File: src/common/capture_macros.svh
`ifndef CAPTURE_MACROS_SVH
`define CAPTURE_MACROS_SVH

// Buffer size per channel in bytes
// Eight samples per byte, so 32 samples
`define CAP_DEPTH_BYTES 4

// Config register map
`define CAP_ADDR_SAMPLE_DIV 2'd0
`define CAP_ADDR_BAUD_DIV 2'd1
`define CAP_ADDR_TRIG_MASK 2'd2

// Register values after reset
// 100 kHz sampling, 115200 baud at 50 MHz, center button only
`define CAP_RST_SAMPLE_DIV 16'd500
`define CAP_RST_BAUD_DIV 16'd434
`define CAP_RST_TRIG_MASK 3'b100

// Frame tag of channel 0, ASCII 'A'
`define CAP_TAG_BASE 8'h41

`endif

File: src/common/capture_pkg.sv
`include "capture_macros.svh"

////////////////////////////////////////////////////////////////////////////
// Shared types for the capture and dump unit
////////////////////////////////////////////////////////////////////////////

package capture_pkg;

	// Clocks per sample tick
	typedef logic [15:0] sample_div_t;

	// Clocks per serial bit
	typedef logic [15:0] baud_div_t;

	// Byte index into one channel buffer
	typedef logic [$clog2(`CAP_DEPTH_BYTES)-1:0] buf_addr_t;

	// Data byte, buffer word and serial byte
	typedef logic [7:0] cap_byte_t;

	// One flag per channel
	// bit 0 is a, bit 1 is b, bit 2 is center
	typedef logic [2:0] chan_mask_t;

	// Controller phases
	// Encoding is shown on led[1:0]
	typedef enum logic [1:0] {
		ST_WAIT      = 2'd0,
		ST_RECORD    = 2'd1,
		ST_SEND_TAG  = 2'd2,
		ST_SEND_DATA = 2'd3
	} cap_state_t;

endpackage

File: src/common/rec_if.sv
`timescale 1ns/1ps

////////////////////////////////////////////////////////////////////////////
// Controller to recorder link, one per channel
////////////////////////////////////////////////////////////////////////////

interface rec_if
	import capture_pkg::*;
();

	// Driven by the controller
	logic      sample_tick;
	logic      recording;
	buf_addr_t rd_addr;

	// Driven by the recorder
	cap_byte_t rd_data;
	logic      full;

	modport ctrl (
		output sample_tick, recording, rd_addr,
		input  rd_data, full
	);

	modport rec (
		input  sample_tick, recording, rd_addr,
		output rd_data, full
	);

endinterface

File: src/recorder/sample_recorder.sv
`timescale 1ns/1ps

`include "capture_macros.svh"

module sample_recorder
	import capture_pkg::*;
(
	input  logic CLK50MHZ,
	input  logic RST,
	input  logic sig,
	output logic sync_level,
	rec_if.rec   rec
);

	localparam int SAMPLES = `CAP_DEPTH_BYTES * 8;
	localparam int CNT_W   = $clog2(SAMPLES) + 1;

	// Two-flop synchronizer
	logic             sync_q1;
	logic             sync_q2;

	// Byte assembler and sample counter
	cap_byte_t        asm_byte;
	cap_byte_t        next_byte;
	logic [CNT_W-1:0] sample_cnt;
	logic             store;
	buf_addr_t        wr_addr;

	// Capture memory
	cap_byte_t        mem [`CAP_DEPTH_BYTES];

	assign sync_level = sync_q2;

	always_ff @(posedge CLK50MHZ) begin
		if (RST) begin
			sync_q1 <= 1'b0;
			sync_q2 <= 1'b0;
		end else begin
			sync_q1 <= sig;
			sync_q2 <= sync_q1;
		end
	end

	////////////////////////////////////////////////////////////////////////////
	// Sampling
	////////////////////////////////////////////////////////////////////////////

	// New sample enters at the top, earliest ends in bit 0
	assign next_byte = {sync_q2, asm_byte[7:1]};
	assign store     = rec.sample_tick && rec.recording && !rec.full;
	assign wr_addr   = buf_addr_t'(sample_cnt >> 3);

	always_ff @(posedge CLK50MHZ) begin
		if (store) begin
			asm_byte <= next_byte;
		end
	end

	// Every eighth sample completes a byte
	always_ff @(posedge CLK50MHZ) begin
		if (store && sample_cnt[2:0] == 3'd7) begin
			mem[wr_addr] <= next_byte;
		end
	end

	// Counter and full flag clear whenever recording is low
	always_ff @(posedge CLK50MHZ) begin
		if (RST || !rec.recording) begin
			sample_cnt <= '0;
			rec.full   <= 1'b0;
		end else if (store) begin
			sample_cnt <= sample_cnt + 1'b1;
			if (sample_cnt == CNT_W'(SAMPLES - 1)) begin
				rec.full <= 1'b1;
			end
		end
	end

	////////////////////////////////////////////////////////////////////////////
	// Read port, one cycle latency
	////////////////////////////////////////////////////////////////////////////

	always_ff @(posedge CLK50MHZ) begin
		rec.rd_data <= mem[rec.rd_addr];
	end

endmodule

File: src/hdl/capture_cfg.sv
`timescale 1ns/1ps

`include "capture_macros.svh"

module capture_cfg
	import capture_pkg::*;
(
	input  logic        CLK50MHZ,
	input  logic        RST,
	input  logic        cfg_req,
	input  logic [1:0]  cfg_addr,
	input  logic [15:0] cfg_data,
	output logic        cfg_ack,
	output sample_div_t sample_div,
	output baud_div_t   baud_div,
	output chan_mask_t  trig_mask
);

	// First cycle of a new request
	logic wr_en;

	assign wr_en = cfg_req && !cfg_ack;

	////////////////////////////////////////////////////////////////////////////
	// Four-phase acknowledge
	////////////////////////////////////////////////////////////////////////////

	// Ack follows req by one cycle in both directions
	always_ff @(posedge CLK50MHZ) begin
		if (RST) begin
			cfg_ack <= 1'b0;
		end else if (wr_en) begin
			cfg_ack <= 1'b1;
		end else if (!cfg_req) begin
			cfg_ack <= 1'b0;
		end
	end

	////////////////////////////////////////////////////////////////////////////
	// Register file
	////////////////////////////////////////////////////////////////////////////

	always_ff @(posedge CLK50MHZ) begin
		if (RST) begin
			sample_div <= `CAP_RST_SAMPLE_DIV;
			baud_div   <= `CAP_RST_BAUD_DIV;
			trig_mask  <= `CAP_RST_TRIG_MASK;
		end else if (wr_en) begin
			case (cfg_addr)
				`CAP_ADDR_SAMPLE_DIV: sample_div <= cfg_data;
				`CAP_ADDR_BAUD_DIV:   baud_div   <= cfg_data;
				// Only low bits carry channel enables
				`CAP_ADDR_TRIG_MASK:  trig_mask  <= cfg_data[2:0];
				// Unmapped address, acked but dropped
				default: ;
			endcase
		end
	end

endmodule

File: src/hdl/capture_ctrl.sv
`timescale 1ns/1ps

`include "capture_macros.svh"

module capture_ctrl
	import capture_pkg::*;
(
	input  logic        CLK50MHZ,
	input  logic        RST,
	input  sample_div_t sample_div,
	input  chan_mask_t  trig_mask,
	input  chan_mask_t  sync_level,
	rec_if.ctrl         rec_a,
	rec_if.ctrl         rec_b,
	rec_if.ctrl         rec_c,
	output cap_byte_t   tx_data,
	output logic        tx_valid,
	input  logic        tx_ready,
	output cap_state_t  state
);

	localparam buf_addr_t LAST_BYTE = buf_addr_t'(`CAP_DEPTH_BYTES - 1);

	chan_mask_t  level_q;
	logic        trigger;
	sample_div_t div_cnt;
	logic        tick;
	logic        all_full;
	logic [1:0]  chan_sel;
	buf_addr_t   byte_idx;
	logic        rd_pend;
	cap_byte_t   rd_mux;

	// Masked rising edge, only while idle
	assign trigger  = (state == ST_WAIT) && |(sync_level & ~level_q & trig_mask);
	assign tick     = (state == ST_RECORD) && (div_cnt == sample_div);
	assign all_full = rec_a.full && rec_b.full && rec_c.full;

	// Same tick, gate and address for every channel
	assign rec_a.sample_tick = tick;
	assign rec_b.sample_tick = tick;
	assign rec_c.sample_tick = tick;
	assign rec_a.recording   = (state == ST_RECORD);
	assign rec_b.recording   = (state == ST_RECORD);
	assign rec_c.recording   = (state == ST_RECORD);
	assign rec_a.rd_addr     = byte_idx;
	assign rec_b.rd_addr     = byte_idx;
	assign rec_c.rd_addr     = byte_idx;

	always_comb begin
		case (chan_sel)
			2'd0:    rd_mux = rec_a.rd_data;
			2'd1:    rd_mux = rec_b.rd_data;
			default: rd_mux = rec_c.rd_data;
		endcase
	end

	////////////////////////////////////////////////////////////////////////////
	// Capture and dump sequencing
	////////////////////////////////////////////////////////////////////////////

	always_ff @(posedge CLK50MHZ) begin
		if (RST) begin
			state    <= ST_WAIT;
			level_q  <= '0;
			div_cnt  <= '0;
			chan_sel <= 2'd0;
			byte_idx <= '0;
			rd_pend  <= 1'b0;
			tx_valid <= 1'b0;
		end else begin
			level_q <= sync_level;
			case (state)
				ST_WAIT: begin
					// Counter starts at 1 so the first tick is sample_div later
					if (trigger) begin
						state   <= ST_RECORD;
						div_cnt <= 16'd1;
					end
				end
				ST_RECORD: begin
					if (all_full) begin
						state    <= ST_SEND_TAG;
						chan_sel <= 2'd0;
					end else if (tick) begin
						div_cnt <= 16'd1;
					end else begin
						div_cnt <= div_cnt + 16'd1;
					end
				end
				ST_SEND_TAG: begin
					if (!tx_valid) begin
						tx_valid <= 1'b1;
					end else if (tx_ready) begin
						tx_valid <= 1'b0;
						byte_idx <= '0;
						rd_pend  <= 1'b0;
						state    <= ST_SEND_DATA;
					end
				end
				ST_SEND_DATA: begin
					if (tx_valid) begin
						// Hold the byte until the transmitter takes it
						if (tx_ready) begin
							tx_valid <= 1'b0;
							if (byte_idx == LAST_BYTE) begin
								byte_idx <= '0;
								if (chan_sel == 2'd2) begin
									state <= ST_WAIT;
								end else begin
									chan_sel <= chan_sel + 2'd1;
									state    <= ST_SEND_TAG;
								end
							end else begin
								byte_idx <= byte_idx + 1'b1;
							end
						end
					end else if (rd_pend) begin
						tx_valid <= 1'b1;
						rd_pend  <= 1'b0;
					end else begin
						// Address settles this cycle, data is out next cycle
						rd_pend <= 1'b1;
					end
				end
				default: state <= ST_WAIT;
			endcase
		end
	end

	// Byte payload, loaded when valid is about to rise
	always_ff @(posedge CLK50MHZ) begin
		if (state == ST_SEND_TAG && !tx_valid) begin
			tx_data <= `CAP_TAG_BASE + {6'd0, chan_sel};
		end else if (state == ST_SEND_DATA && !tx_valid && rd_pend) begin
			tx_data <= rd_mux;
		end
	end

endmodule

File: src/hdl/uart_tx.sv
`timescale 1ns/1ps

module uart_tx
	import capture_pkg::*;
(
	input  logic      CLK50MHZ,
	input  logic      RST,
	input  baud_div_t baud_div,
	input  cap_byte_t tx_data,
	input  logic      tx_valid,
	output logic      tx_ready,
	output logic      txd
);

	// Stop, data, start, shifted out from bit 0
	logic [9:0] shreg;
	logic       busy;
	logic [3:0] bit_cnt;
	baud_div_t  baud_cnt;
	logic       start;
	logic       bit_end;

	assign tx_ready = !busy;
	assign start    = tx_valid && !busy;
	assign bit_end  = (baud_cnt == baud_div);

	// Line idles high since shreg fills with ones
	assign txd = shreg[0];

	////////////////////////////////////////////////////////////////////////////
	// 8N1 framing
	////////////////////////////////////////////////////////////////////////////

	always_ff @(posedge CLK50MHZ) begin
		if (RST) begin
			shreg    <= '1;
			busy     <= 1'b0;
			bit_cnt  <= 4'd0;
			baud_cnt <= '0;
		end else if (start) begin
			// Start bit goes out on the next cycle
			shreg    <= {1'b1, tx_data, 1'b0};
			busy     <= 1'b1;
			bit_cnt  <= 4'd0;
			baud_cnt <= 16'd1;
		end else if (busy) begin
			if (bit_end) begin
				baud_cnt <= 16'd1;
				shreg    <= {1'b1, shreg[9:1]};
				// Tenth bit is the stop bit
				if (bit_cnt == 4'd9) begin
					busy <= 1'b0;
				end else begin
					bit_cnt <= bit_cnt + 4'd1;
				end
			end else begin
				baud_cnt <= baud_cnt + 16'd1;
			end
		end
	end

endmodule

File: src/hdl/capture_top.sv
`timescale 1ns/1ps

module capture_top
	import capture_pkg::*;
(
	input  logic        CLK50MHZ,
	input  logic        RST,
	input  logic        rot_a,
	input  logic        rot_b,
	input  logic        rot_center,
	input  logic        cfg_req,
	input  logic [1:0]  cfg_addr,
	input  logic [15:0] cfg_data,
	output logic        cfg_ack,
	output logic        txd,
	output logic [7:0]  led
);

	// Config outputs
	sample_div_t sample_div;
	baud_div_t   baud_div;
	chan_mask_t  trig_mask;

	// Synchronized inputs, {center, b, a}
	chan_mask_t  sync_level;

	// Controller to transmitter byte stream
	cap_byte_t   tx_data;
	logic        tx_valid;
	logic        tx_ready;
	cap_state_t  state;

	rec_if rec_a_if ();
	rec_if rec_b_if ();
	rec_if rec_c_if ();

	capture_cfg capture_cfg_inst (
		.CLK50MHZ   (CLK50MHZ),
		.RST        (RST),
		.cfg_req    (cfg_req),
		.cfg_addr   (cfg_addr),
		.cfg_data   (cfg_data),
		.cfg_ack    (cfg_ack),
		.sample_div (sample_div),
		.baud_div   (baud_div),
		.trig_mask  (trig_mask)
	);

	capture_ctrl capture_ctrl_inst (
		.CLK50MHZ   (CLK50MHZ),
		.RST        (RST),
		.sample_div (sample_div),
		.trig_mask  (trig_mask),
		.sync_level (sync_level),
		.rec_a      (rec_a_if.ctrl),
		.rec_b      (rec_b_if.ctrl),
		.rec_c      (rec_c_if.ctrl),
		.tx_data    (tx_data),
		.tx_valid   (tx_valid),
		.tx_ready   (tx_ready),
		.state      (state)
	);

	// One recorder per input
	sample_recorder rec_a_inst (
		.CLK50MHZ   (CLK50MHZ),
		.RST        (RST),
		.sig        (rot_a),
		.sync_level (sync_level[0]),
		.rec        (rec_a_if.rec)
	);

	sample_recorder rec_b_inst (
		.CLK50MHZ   (CLK50MHZ),
		.RST        (RST),
		.sig        (rot_b),
		.sync_level (sync_level[1]),
		.rec        (rec_b_if.rec)
	);

	sample_recorder rec_c_inst (
		.CLK50MHZ   (CLK50MHZ),
		.RST        (RST),
		.sig        (rot_center),
		.sync_level (sync_level[2]),
		.rec        (rec_c_if.rec)
	);

	// All three frames share one serial line
	uart_tx uart_tx_inst (
		.CLK50MHZ (CLK50MHZ),
		.RST      (RST),
		.baud_div (baud_div),
		.tx_data  (tx_data),
		.tx_valid (tx_valid),
		.tx_ready (tx_ready),
		.txd      (txd)
	);

	// Debug view
	// mask, full flags {c, b, a}, state
	assign led = {trig_mask, rec_c_if.full, rec_b_if.full, rec_a_if.full, state};

endmodule

File: config.mk
export PLATFORM = sky130hd
export DESIGN_NAME = capture_top
export DESIGN_NICKNAME = d
export VERILOG_FILES = /design/src/common/capture_pkg.sv /design/src/common/rec_if.sv /design/src/recorder/sample_recorder.sv /design/src/hdl/capture_cfg.sv /design/src/hdl/capture_ctrl.sv /design/src/hdl/uart_tx.sv /design/src/hdl/capture_top.sv
export VERILOG_INCLUDE_DIRS = /design/src /design/src/common
export SDC_FILE = /design/constraint.sdc
export NUM_CORES = 1
export LEC_CHECK = 0
export ABC_AREA = 1
export BUFFER_PORTS_ARGS = -buffer_cell sky130_fd_sc_hd__buf_2
export CORE_AREA = 3 3 173 175
export DETAILED_ROUTE_END_ITERATION = 8
export DIE_AREA = 0 0 176 178
export GPL_TIMING_DRIVEN = 0
export PLACE_DENSITY = 0.59
export SLEW_MARGIN = 20
export SYNTH_ARGS = -nofsm -noshare
export SYNTH_HDL_FRONTEND = slang
export SYNTH_SLANG_ARGS = --single-unit
File: constraint.sdc
create_clock -name CLK50MHZ -period 3 [get_ports CLK50MHZ]
set_clock_uncertainty 0.1 [all_clocks]
set_input_delay 0.3 -clock CLK50MHZ [delete_from_list [all_inputs] [get_ports CLK50MHZ]]
set_output_delay 0.3 -clock CLK50MHZ [all_outputs]
set_load 0.005 [all_outputs]
Yosys cells after proc, flatten, opt, wreduce, memory -nomap -nowiden --
Memory sizes are Yosys's and may differ from the RTL's. A register that Yosys moved wholly into a read port is not among the register bits. Cells that the tools add are included.
Storage, ports and cells: flip-flop bits (word level) 152, latch bits 0, bits in writable memories 96, ROM bits 0, bits of input ports 24, output and inout port bits 10, logic and storage cells 180, memories 3
Operators by class: add/subtract/negate cells 9, multipliers 0, divide/modulo/power cells 0, $lt $le $gt $ge 0, equality and inequality tests 28, shifts and indexed selects 0, multiplexer cells 56, bitwise gates (word level) 4, reduce and logical (&&, ||, !) cells 48
Memories:
- rec_a_inst.mem | words 4, bits a word 8, rd ports 1, clocked after Yosys merged registers in 1, write ports 1, line sample_recorder.sv:30 | cap_byte_t mem [`CAP_DEPTH_BYTES];
- rec_b_inst.mem | words 4, bits a word 8, rd ports 1, clocked after Yosys merged registers in 1, write ports 1, line sample_recorder.sv:30
- rec_c_inst.mem | words 4, bits a word 8, rd ports 1, clocked after Yosys merged registers in 1, write ports 1, line sample_recorder.sv:30
Operators with widths (count):
- $mux W16 | 4
- $mux W2 | 18
- $add A16 B1 Y16 const B | 2
- $eq A16 B16 Y1 | 2
- $pmux W16 S2 | 1
- $mux W9 | 3
- $mux W1 | 22
- $add A6 B1 Y6 const B | 3
- $eq A6 B5 Y1 const B | 3
- $logic_and A1 B1 Y1 | 16
- $mux W8 | 2
- $pmux W8 S2 | 1
- $reduce_and A2 Y1 | 7
- $ne A2 B2 Y1 const B | 6
- $reduce_bool A2 Y1 | 6
- $eq A2 B2 Y1 const B | 5
- $ne A2 B1 Y1 const B | 5
- $eq A3 B3 Y1 const B | 3
- $add A7 B2 Y8 const A | 1
- $pmux W2 S2 | 2
- $pmux W2 S4 | 1
- $logic_not A1 Y1 | 7
- $reduce_and A7 Y1 | 1
- $and A3 B3 Y3 | 2
- other kinds (15) | 22

Depth between registers and ports, before layout --
depth in word-level cells 7, gate-level depth with buffers 13, gate-level depth less buffers 12

Modules after synthesis --
From an unflattened synthesis, not the netlist that was laid out.
Unflattened totals: cell total of the unflattened synthesis 1309, area, all modules 11717.5 um^2
By module, submodules not included:
- sample_recorder | times used 3, cells each 153, area an instance 1991.9 um^2, seq. area each 1511.4 um^2
- capture_ctrl | times used 1, cells each 366, area an instance 2486.1 um^2, seq. area each 780.7 um^2
- uart_tx | times used 1, cells each 276, area an instance 1750.4 um^2, seq. area each 600.6 um^2
- capture_cfg | times used 1, cells each 205, area an instance 1482.7 um^2, seq. area each 720.7 um^2
- capture_top | times used 1, cells each 3, area an instance 22.5 um^2, seq. area each 0.0 um^2

Least setup slack after synthesis --
OpenSTA, ideal clock, no wires.
kind reg-to-reg, start point reg capture_ctrl_inst.state[0], end point mem rec_a_inst.mem[0][0] (netlist bit) (enable), setup time 0.383 ns, arrival time 1.801 ns, required time 2.517 ns, path slack 0.716 ns, stages on the path, launching flop included 9, path buffers 0, clock period less this slack 2.284 ns, cell sequence dfxtp_1 > inv_2 > nor2_4 > nand2_1 > nor3_1 > nand3_1 > nor2_2 > nand3_2 > nor3_1
On the way: cells in the longest elaborated chain, start to end 7
Ends and longest elaborated chain:
- start: declaration | line capture_ctrl.sv:19 | output cap_state_t state
- start signal: assignment | line capture_ctrl.sv:64 | state <= ST_WAIT;
- start signal: assignment | line capture_ctrl.sv:77 | state <= ST_RECORD;
- start signal: assignment | line capture_ctrl.sv:83 | state <= ST_SEND_TAG;
- $eq A2 B1 Y1 (*) | line capture_ctrl.sv:36, capture_ctrl.sv:43
- $logic_and A1 B1 Y1 | line capture_ctrl.sv:36 | assign tick = (state == ST_RECORD) && (div_cnt == sample_div);
- $logic_and A1 B1 Y1 (*) (2 in a row) | line sample_recorder.sv:50 | assign store = rec.sample_tick && rec.recording && !rec.full;
- $logic_and A1 B1 Y1 (*) | line sample_recorder.sv:61 | if (store && sample_cnt[2:0] == 3'd7) begin
- $mux W1 (*) | line sample_recorder.sv:61
- $mux W1 (not written as such) (*) | line sample_recorder.sv:62 | mem[wr_addr] <= next_byte;
- end: declaration | line sample_recorder.sv:30
Every way passes the cells marked *; elsewhere a longest branch is shown, timed or not.

Worst setup path in the final report --
start point reg capture_ctrl_inst.state[0], end point mem rec_a_inst.mem[2][6] (netlist bit) (enable)
The elaborated chain is that of the path after synthesis.

==> results_dict.tcl <==
set metrics [dict create \
    synthMuxAreaShare_pct 0 \
    setup_viol 0 \
    xor_xnor_cell_area_share_of_the_yosys_netlist_pct 2.75 \
    worstHoldEndpoint "capture_cfg_inst.sample_div[2]" \
    grt_pass1_wl_mm 43.5 \
    crit_path_start_kind "flop" \
    hold_path_startpoint "cfg_addr[0]" \
    final_period_minus_worst_setup_slack_ns 2.85 \
    timing_worst_setup_path_type "reg2reg" \
    critical_path_buf_inv_count 1 \
    power_per_cell_area_mw_per_mm2 604 \
    synth.net_count 1306 \
    setup.worst_path.end_class "flop" \
    tritoncts "built" \
    synth_area_per_cell_sq_um 8.99 \
    slew_headroom_pct 48.8 \
    grt_max_degree 16 \
    clock_insertion_delay_worst_skew_ns 0.56 \
    yosys.area_share.simple_pct 21.9 \
    rsz0062_at_grt "yes" \
    post-cts-setup-buffer-count 0 \
    critical_path.cell_chain "inv_2 > nor2_4 > nand2_1 > nor3_1 > nand3_1 > nor2_2 > nand3_2 > nor3_2" \
    peakVddDrop_mv 0.550 \
    clock_sink_count 269 \
    dp_hpwl_mm 19.4 \
    gr-usage-met3_pct 2.32 \
    global_route.usage.met1_pct 23.8 \
    hold_viol_final 0 \
    yosysSeqAreaShare_pct 58.3 \
    max_cap_violations 0 \
    global_route.usage.met2_pct 29.1 \
    timing.final.max_slew_violations 0 \
    fin_crit_sh_pct 94.9 \
    path_max_fanout 8 \
    drt_pass1_iterations 5 \
    clkSlewWorstSetupHoldPaths_ns 0.06 \
    routed_wl_mm 27.3 \
    dieHeight_um 178 \
    synth-edff-count 125 \
    die-width_um 176 \
    leakage_uw 0.00515 \
    r2r_start "capture_ctrl_inst.state[0]" \
    r2r_end "rec_a_inst.mem[2][6]" \
    synth-warning-count 0 \
    ys_dominant_reg_cell "sky130_fd_sc_hd__dfxtp_1" \
    postLayoutSetupSlackWorst_ns 0.154 \
    hold_path_depth 4 \
    cts-htree-levels 1 \
    worst-endpoint-required_ns 3.08 \
    main_combinational_cell_family_by_area_after_synthesis "simple AND/OR/NAND/NOR gates" \
    io_buffer_count 33 \
    drt_drc_violations_left 0 \
    crit_arrival_ns 2.93 \
    clock_tree.root_cell "sky130_fd_sc_hd__clkbuf_16" \
    p_total_uw 8040 \
    nets 1392 \
    rows 62 \
    ys_types 41 \
    run_status "complete, no violations" \
    number_of_antenna_violations_at_the_first_check_in_global_routing 0 \
    routed_wire_length_per_instance_um 15.5 \
    grt_overflow 0 \
    dpl_worst_slack_ns 0.0100 \
    synth.ff_latch_count 269 \
    area_growth_syn_to_layout_pct 16.9 \
    insertedDiodeCount 0 \
    num-fill-cells 2696 \
    synthCells 1267 \
    post_drt_via_cell_ratio 4.88 \
    final_layout_size_suffix_gt1_share_pct 11.5 \
    hold_path.class "in2reg" \
    dieArea_sq_mm 0.0313 \
    via_count 8582 \
    initial_core_util_pct 39.8 \
    pin_count 34 \
    achievable-frequency_mhz 351 \
    cts-buffers-inserted 29 \
    syn-cell-area_sq_mm 0.0114 \
    cts_buffer_depth 3 \
    worst_r2r_setup_slack_ns 0.15 \
    global_route.peak_usage_layer "met2" \
    gr-usage-all-layers_pct 17.4 \
    synth-adder-area-share_pct 1.65 \
    postSynth.asyncResetShare_pct 0 \
    core_sq_mm 0.0286 \
    synth_compound_gate_area_share_pct 9.08 \
    worst-slew-pin-transition_ns 0.764 \
    cp_slowest_stage_delay_ns 0.63 \
    r2r.worst_path.cells 8 \
    ant_nets 0 \
    gp_congestion 0.849 \
    crit_slowest_cell "sky130_fd_sc_hd__nor3_2" \
    detailedRoute.firstIterationViolations 677 \
    grt_pass1_vias 8228 \
    cpLargestDelayFamily "simple AND/OR/NAND/NOR gates" \
]
==> how the worst max path moves through the flow <==
stage	slack (ns)	cells after the start	end	start
floorplan	0.72	8	rec_a_inst.mem[0][0]	capture_ctrl_inst.state[0]
global placement	-0.35	8	rec_b_inst.mem[1][4]	capture_ctrl_inst.state[0]
detailed placement	0.01	8	rec_b_inst.mem[3][4]	capture_ctrl_inst.state[0]
CTS	0.06	8	rec_c_inst.mem[3][3]	capture_ctrl_inst.state[0]
global route	-0.08	8	rec_a_inst.mem[1][5]	capture_ctrl_inst.state[0]
finish	0.15	8	rec_a_inst.mem[2][6]	capture_ctrl_inst.state[0]
==> placed cells by master (no fill, tap or decap), drive strengths merged, types with 4 or more instances in the layout <==
cell type and instances:
nand4 34, clkbuf 64, nand3 60, ha 15
dlygate4sd3 19, nor2 181, xnor2 10, dfxtp 144
nor3 25, o22ai 24, bufinv 5, a21oi 55
edfxtp 125, nand2 270, xor2 24, clkinv 17
o21ai 83, o211ai 11, buf 50, a31oi 5
a41oi 4, inv 138
==> synth_stat cells (8+ instances only) <==
| master | count | area (sq um) |
|---|---|---|
| sky130_fd_sc_hd__nand2_1 | 258 | 968 |
| sky130_fd_sc_hd__nor2_1 | 171 | 642 |
| sky130_fd_sc_hd__dfxtp_1 | 144 | 2880 |
| sky130_fd_sc_hd__edfxtp_1 | 125 | 3750 |
| sky130_fd_sc_hd__inv_1 | 114 | 428 |
| sky130_fd_sc_hd__o21ai_0 | 78 | 390 |
| sky130_fd_sc_hd__nand3_1 | 56 | 280 |
| sky130_fd_sc_hd__a21oi_1 | 55 | 275 |
| sky130_fd_sc_hd__nand4_1 | 34 | 213 |
| sky130_fd_sc_hd__clkbuf_1 | 28 | 105 |
| sky130_fd_sc_hd__o22ai_1 | 24 | 150 |
| sky130_fd_sc_hd__xor2_1 | 24 | 210 |
| sky130_fd_sc_hd__inv_2 | 22 | 82.6 |
| sky130_fd_sc_hd__nor3_1 | 21 | 105 |
| sky130_fd_sc_hd__ha_1 | 15 | 188 |
| sky130_fd_sc_hd__nand2_2 | 11 | 68.8 |
| sky130_fd_sc_hd__o211ai_1 | 11 | 82.6 |
| sky130_fd_sc_hd__xnor2_1 | 8 | 70.1 |
==> kinds of logic after synthesis <==
| logic type | count (synthesis) |
|---|---|
| simple gates | 576 |
| flops | 269 |
| compound gates | 188 |
| buf+inv | 185 |
| xor+xnor | 34 |
| fa+ha+maj | 15 |
==> worst reg2reg max path: stages, from the launching register on <==
cell and delay (ns):
sky130_fd_sc_hd__dfxtp_1 0.39, sky130_fd_sc_hd__inv_2 0.09, sky130_fd_sc_hd__nor2_4 0.27, sky130_fd_sc_hd__nand2_1 0.10, sky130_fd_sc_hd__nor3_1 0.16, sky130_fd_sc_hd__nand3_1 0.15
sky130_fd_sc_hd__nor2_2 0.37, sky130_fd_sc_hd__nand3_2 0.21, sky130_fd_sc_hd__nor3_2 0.63
==> area by class of cell <==
class | instances | area [sq um] | area share, %
flip-flops and latches | 269 | 6640 | 49.8
multi-input cells | 813 | 4080 | 30.6
clock inverters | 18 | 240 | 1.80
repair buffers | 55 | 378 | 2.84
well taps | 384 | 480 | 3.61
plain buffers | 42 | 189 | 1.42
clock buffers | 36 | 772 | 5.80
inverters | 143 | 537 | 4.03
==> sequential cells by signal, indices dropped and copies added (netlist names), 3 cells and up <==
register and flops:
rec_a_inst.asm_byte 7, capture_cfg_inst.trig_mask 3, capture_ctrl_inst.level_q 3, uart_tx_inst.bit_cnt 4, rec_c_inst.rec.rd_data 8, rec_b_inst.sample_cnt 6, capture_cfg_inst.sample_div 16, capture_ctrl_inst.div_cnt 16
rec_c_inst.sample_cnt 6, capture_ctrl_inst.tx_data 8, rec_b_inst.mem 32, rec_a_inst.mem 32, capture_cfg_inst.baud_div 16, rec_a_inst.sample_cnt 6, rec_c_inst.asm_byte 7, uart_tx_inst.baud_cnt 16
rec_b_inst.rec.rd_data 8, uart_tx_inst.shreg 9, rec_b_inst.asm_byte 7, rec_c_inst.mem 32, rec_a_inst.rec.rd_data 8
==> power by group <==
group          switching (uW)  internal (uW)  leakage, uW  total (uW)
clock                    1490           2270     0.000492        3760
sequential               42.1           3870      0.00230        3910
combinational             248            127      0.00236         375
total                    1780           6260      0.00515        8040
==> per-layer routing <==
| metal | wire length [um] | up-vias |
|---|---|---|
| met5 | 0 | - |
| li1 | - | 4386 |
| met2 | 12600 | 180 |
| met1 | 12700 | 3972 |
| met3 | 1160 | 44 |
| met4 | 729 | 0 |
==> what timing repair did <==
item	in CTS	in global routing
endpoints found under the setup margin	8	64
gates resized for setup	1	2
hold buffers	19	0
hold endpoints to repair	29	0
==> metrics by stage <==
step           TNS (ns)  hold WS (ns)  cells  instance area (sq um)  util, %
2_1_floorplan         0         0.288   1267                  11400        -
3_3_place_gp     -15.14         0.345   1684                  12000     42.0
3_5_place_dp          0         0.344   1687                  12100     42.3
4_1_cts               0       0.00770   1760                  13300     46.5
5_1_grt           -2.98        0.0460   1760                  13300     46.5
6_report              0        0.0264   1760                  13300     46.5
No activity file was read; power rests on OpenSTA's default activity.
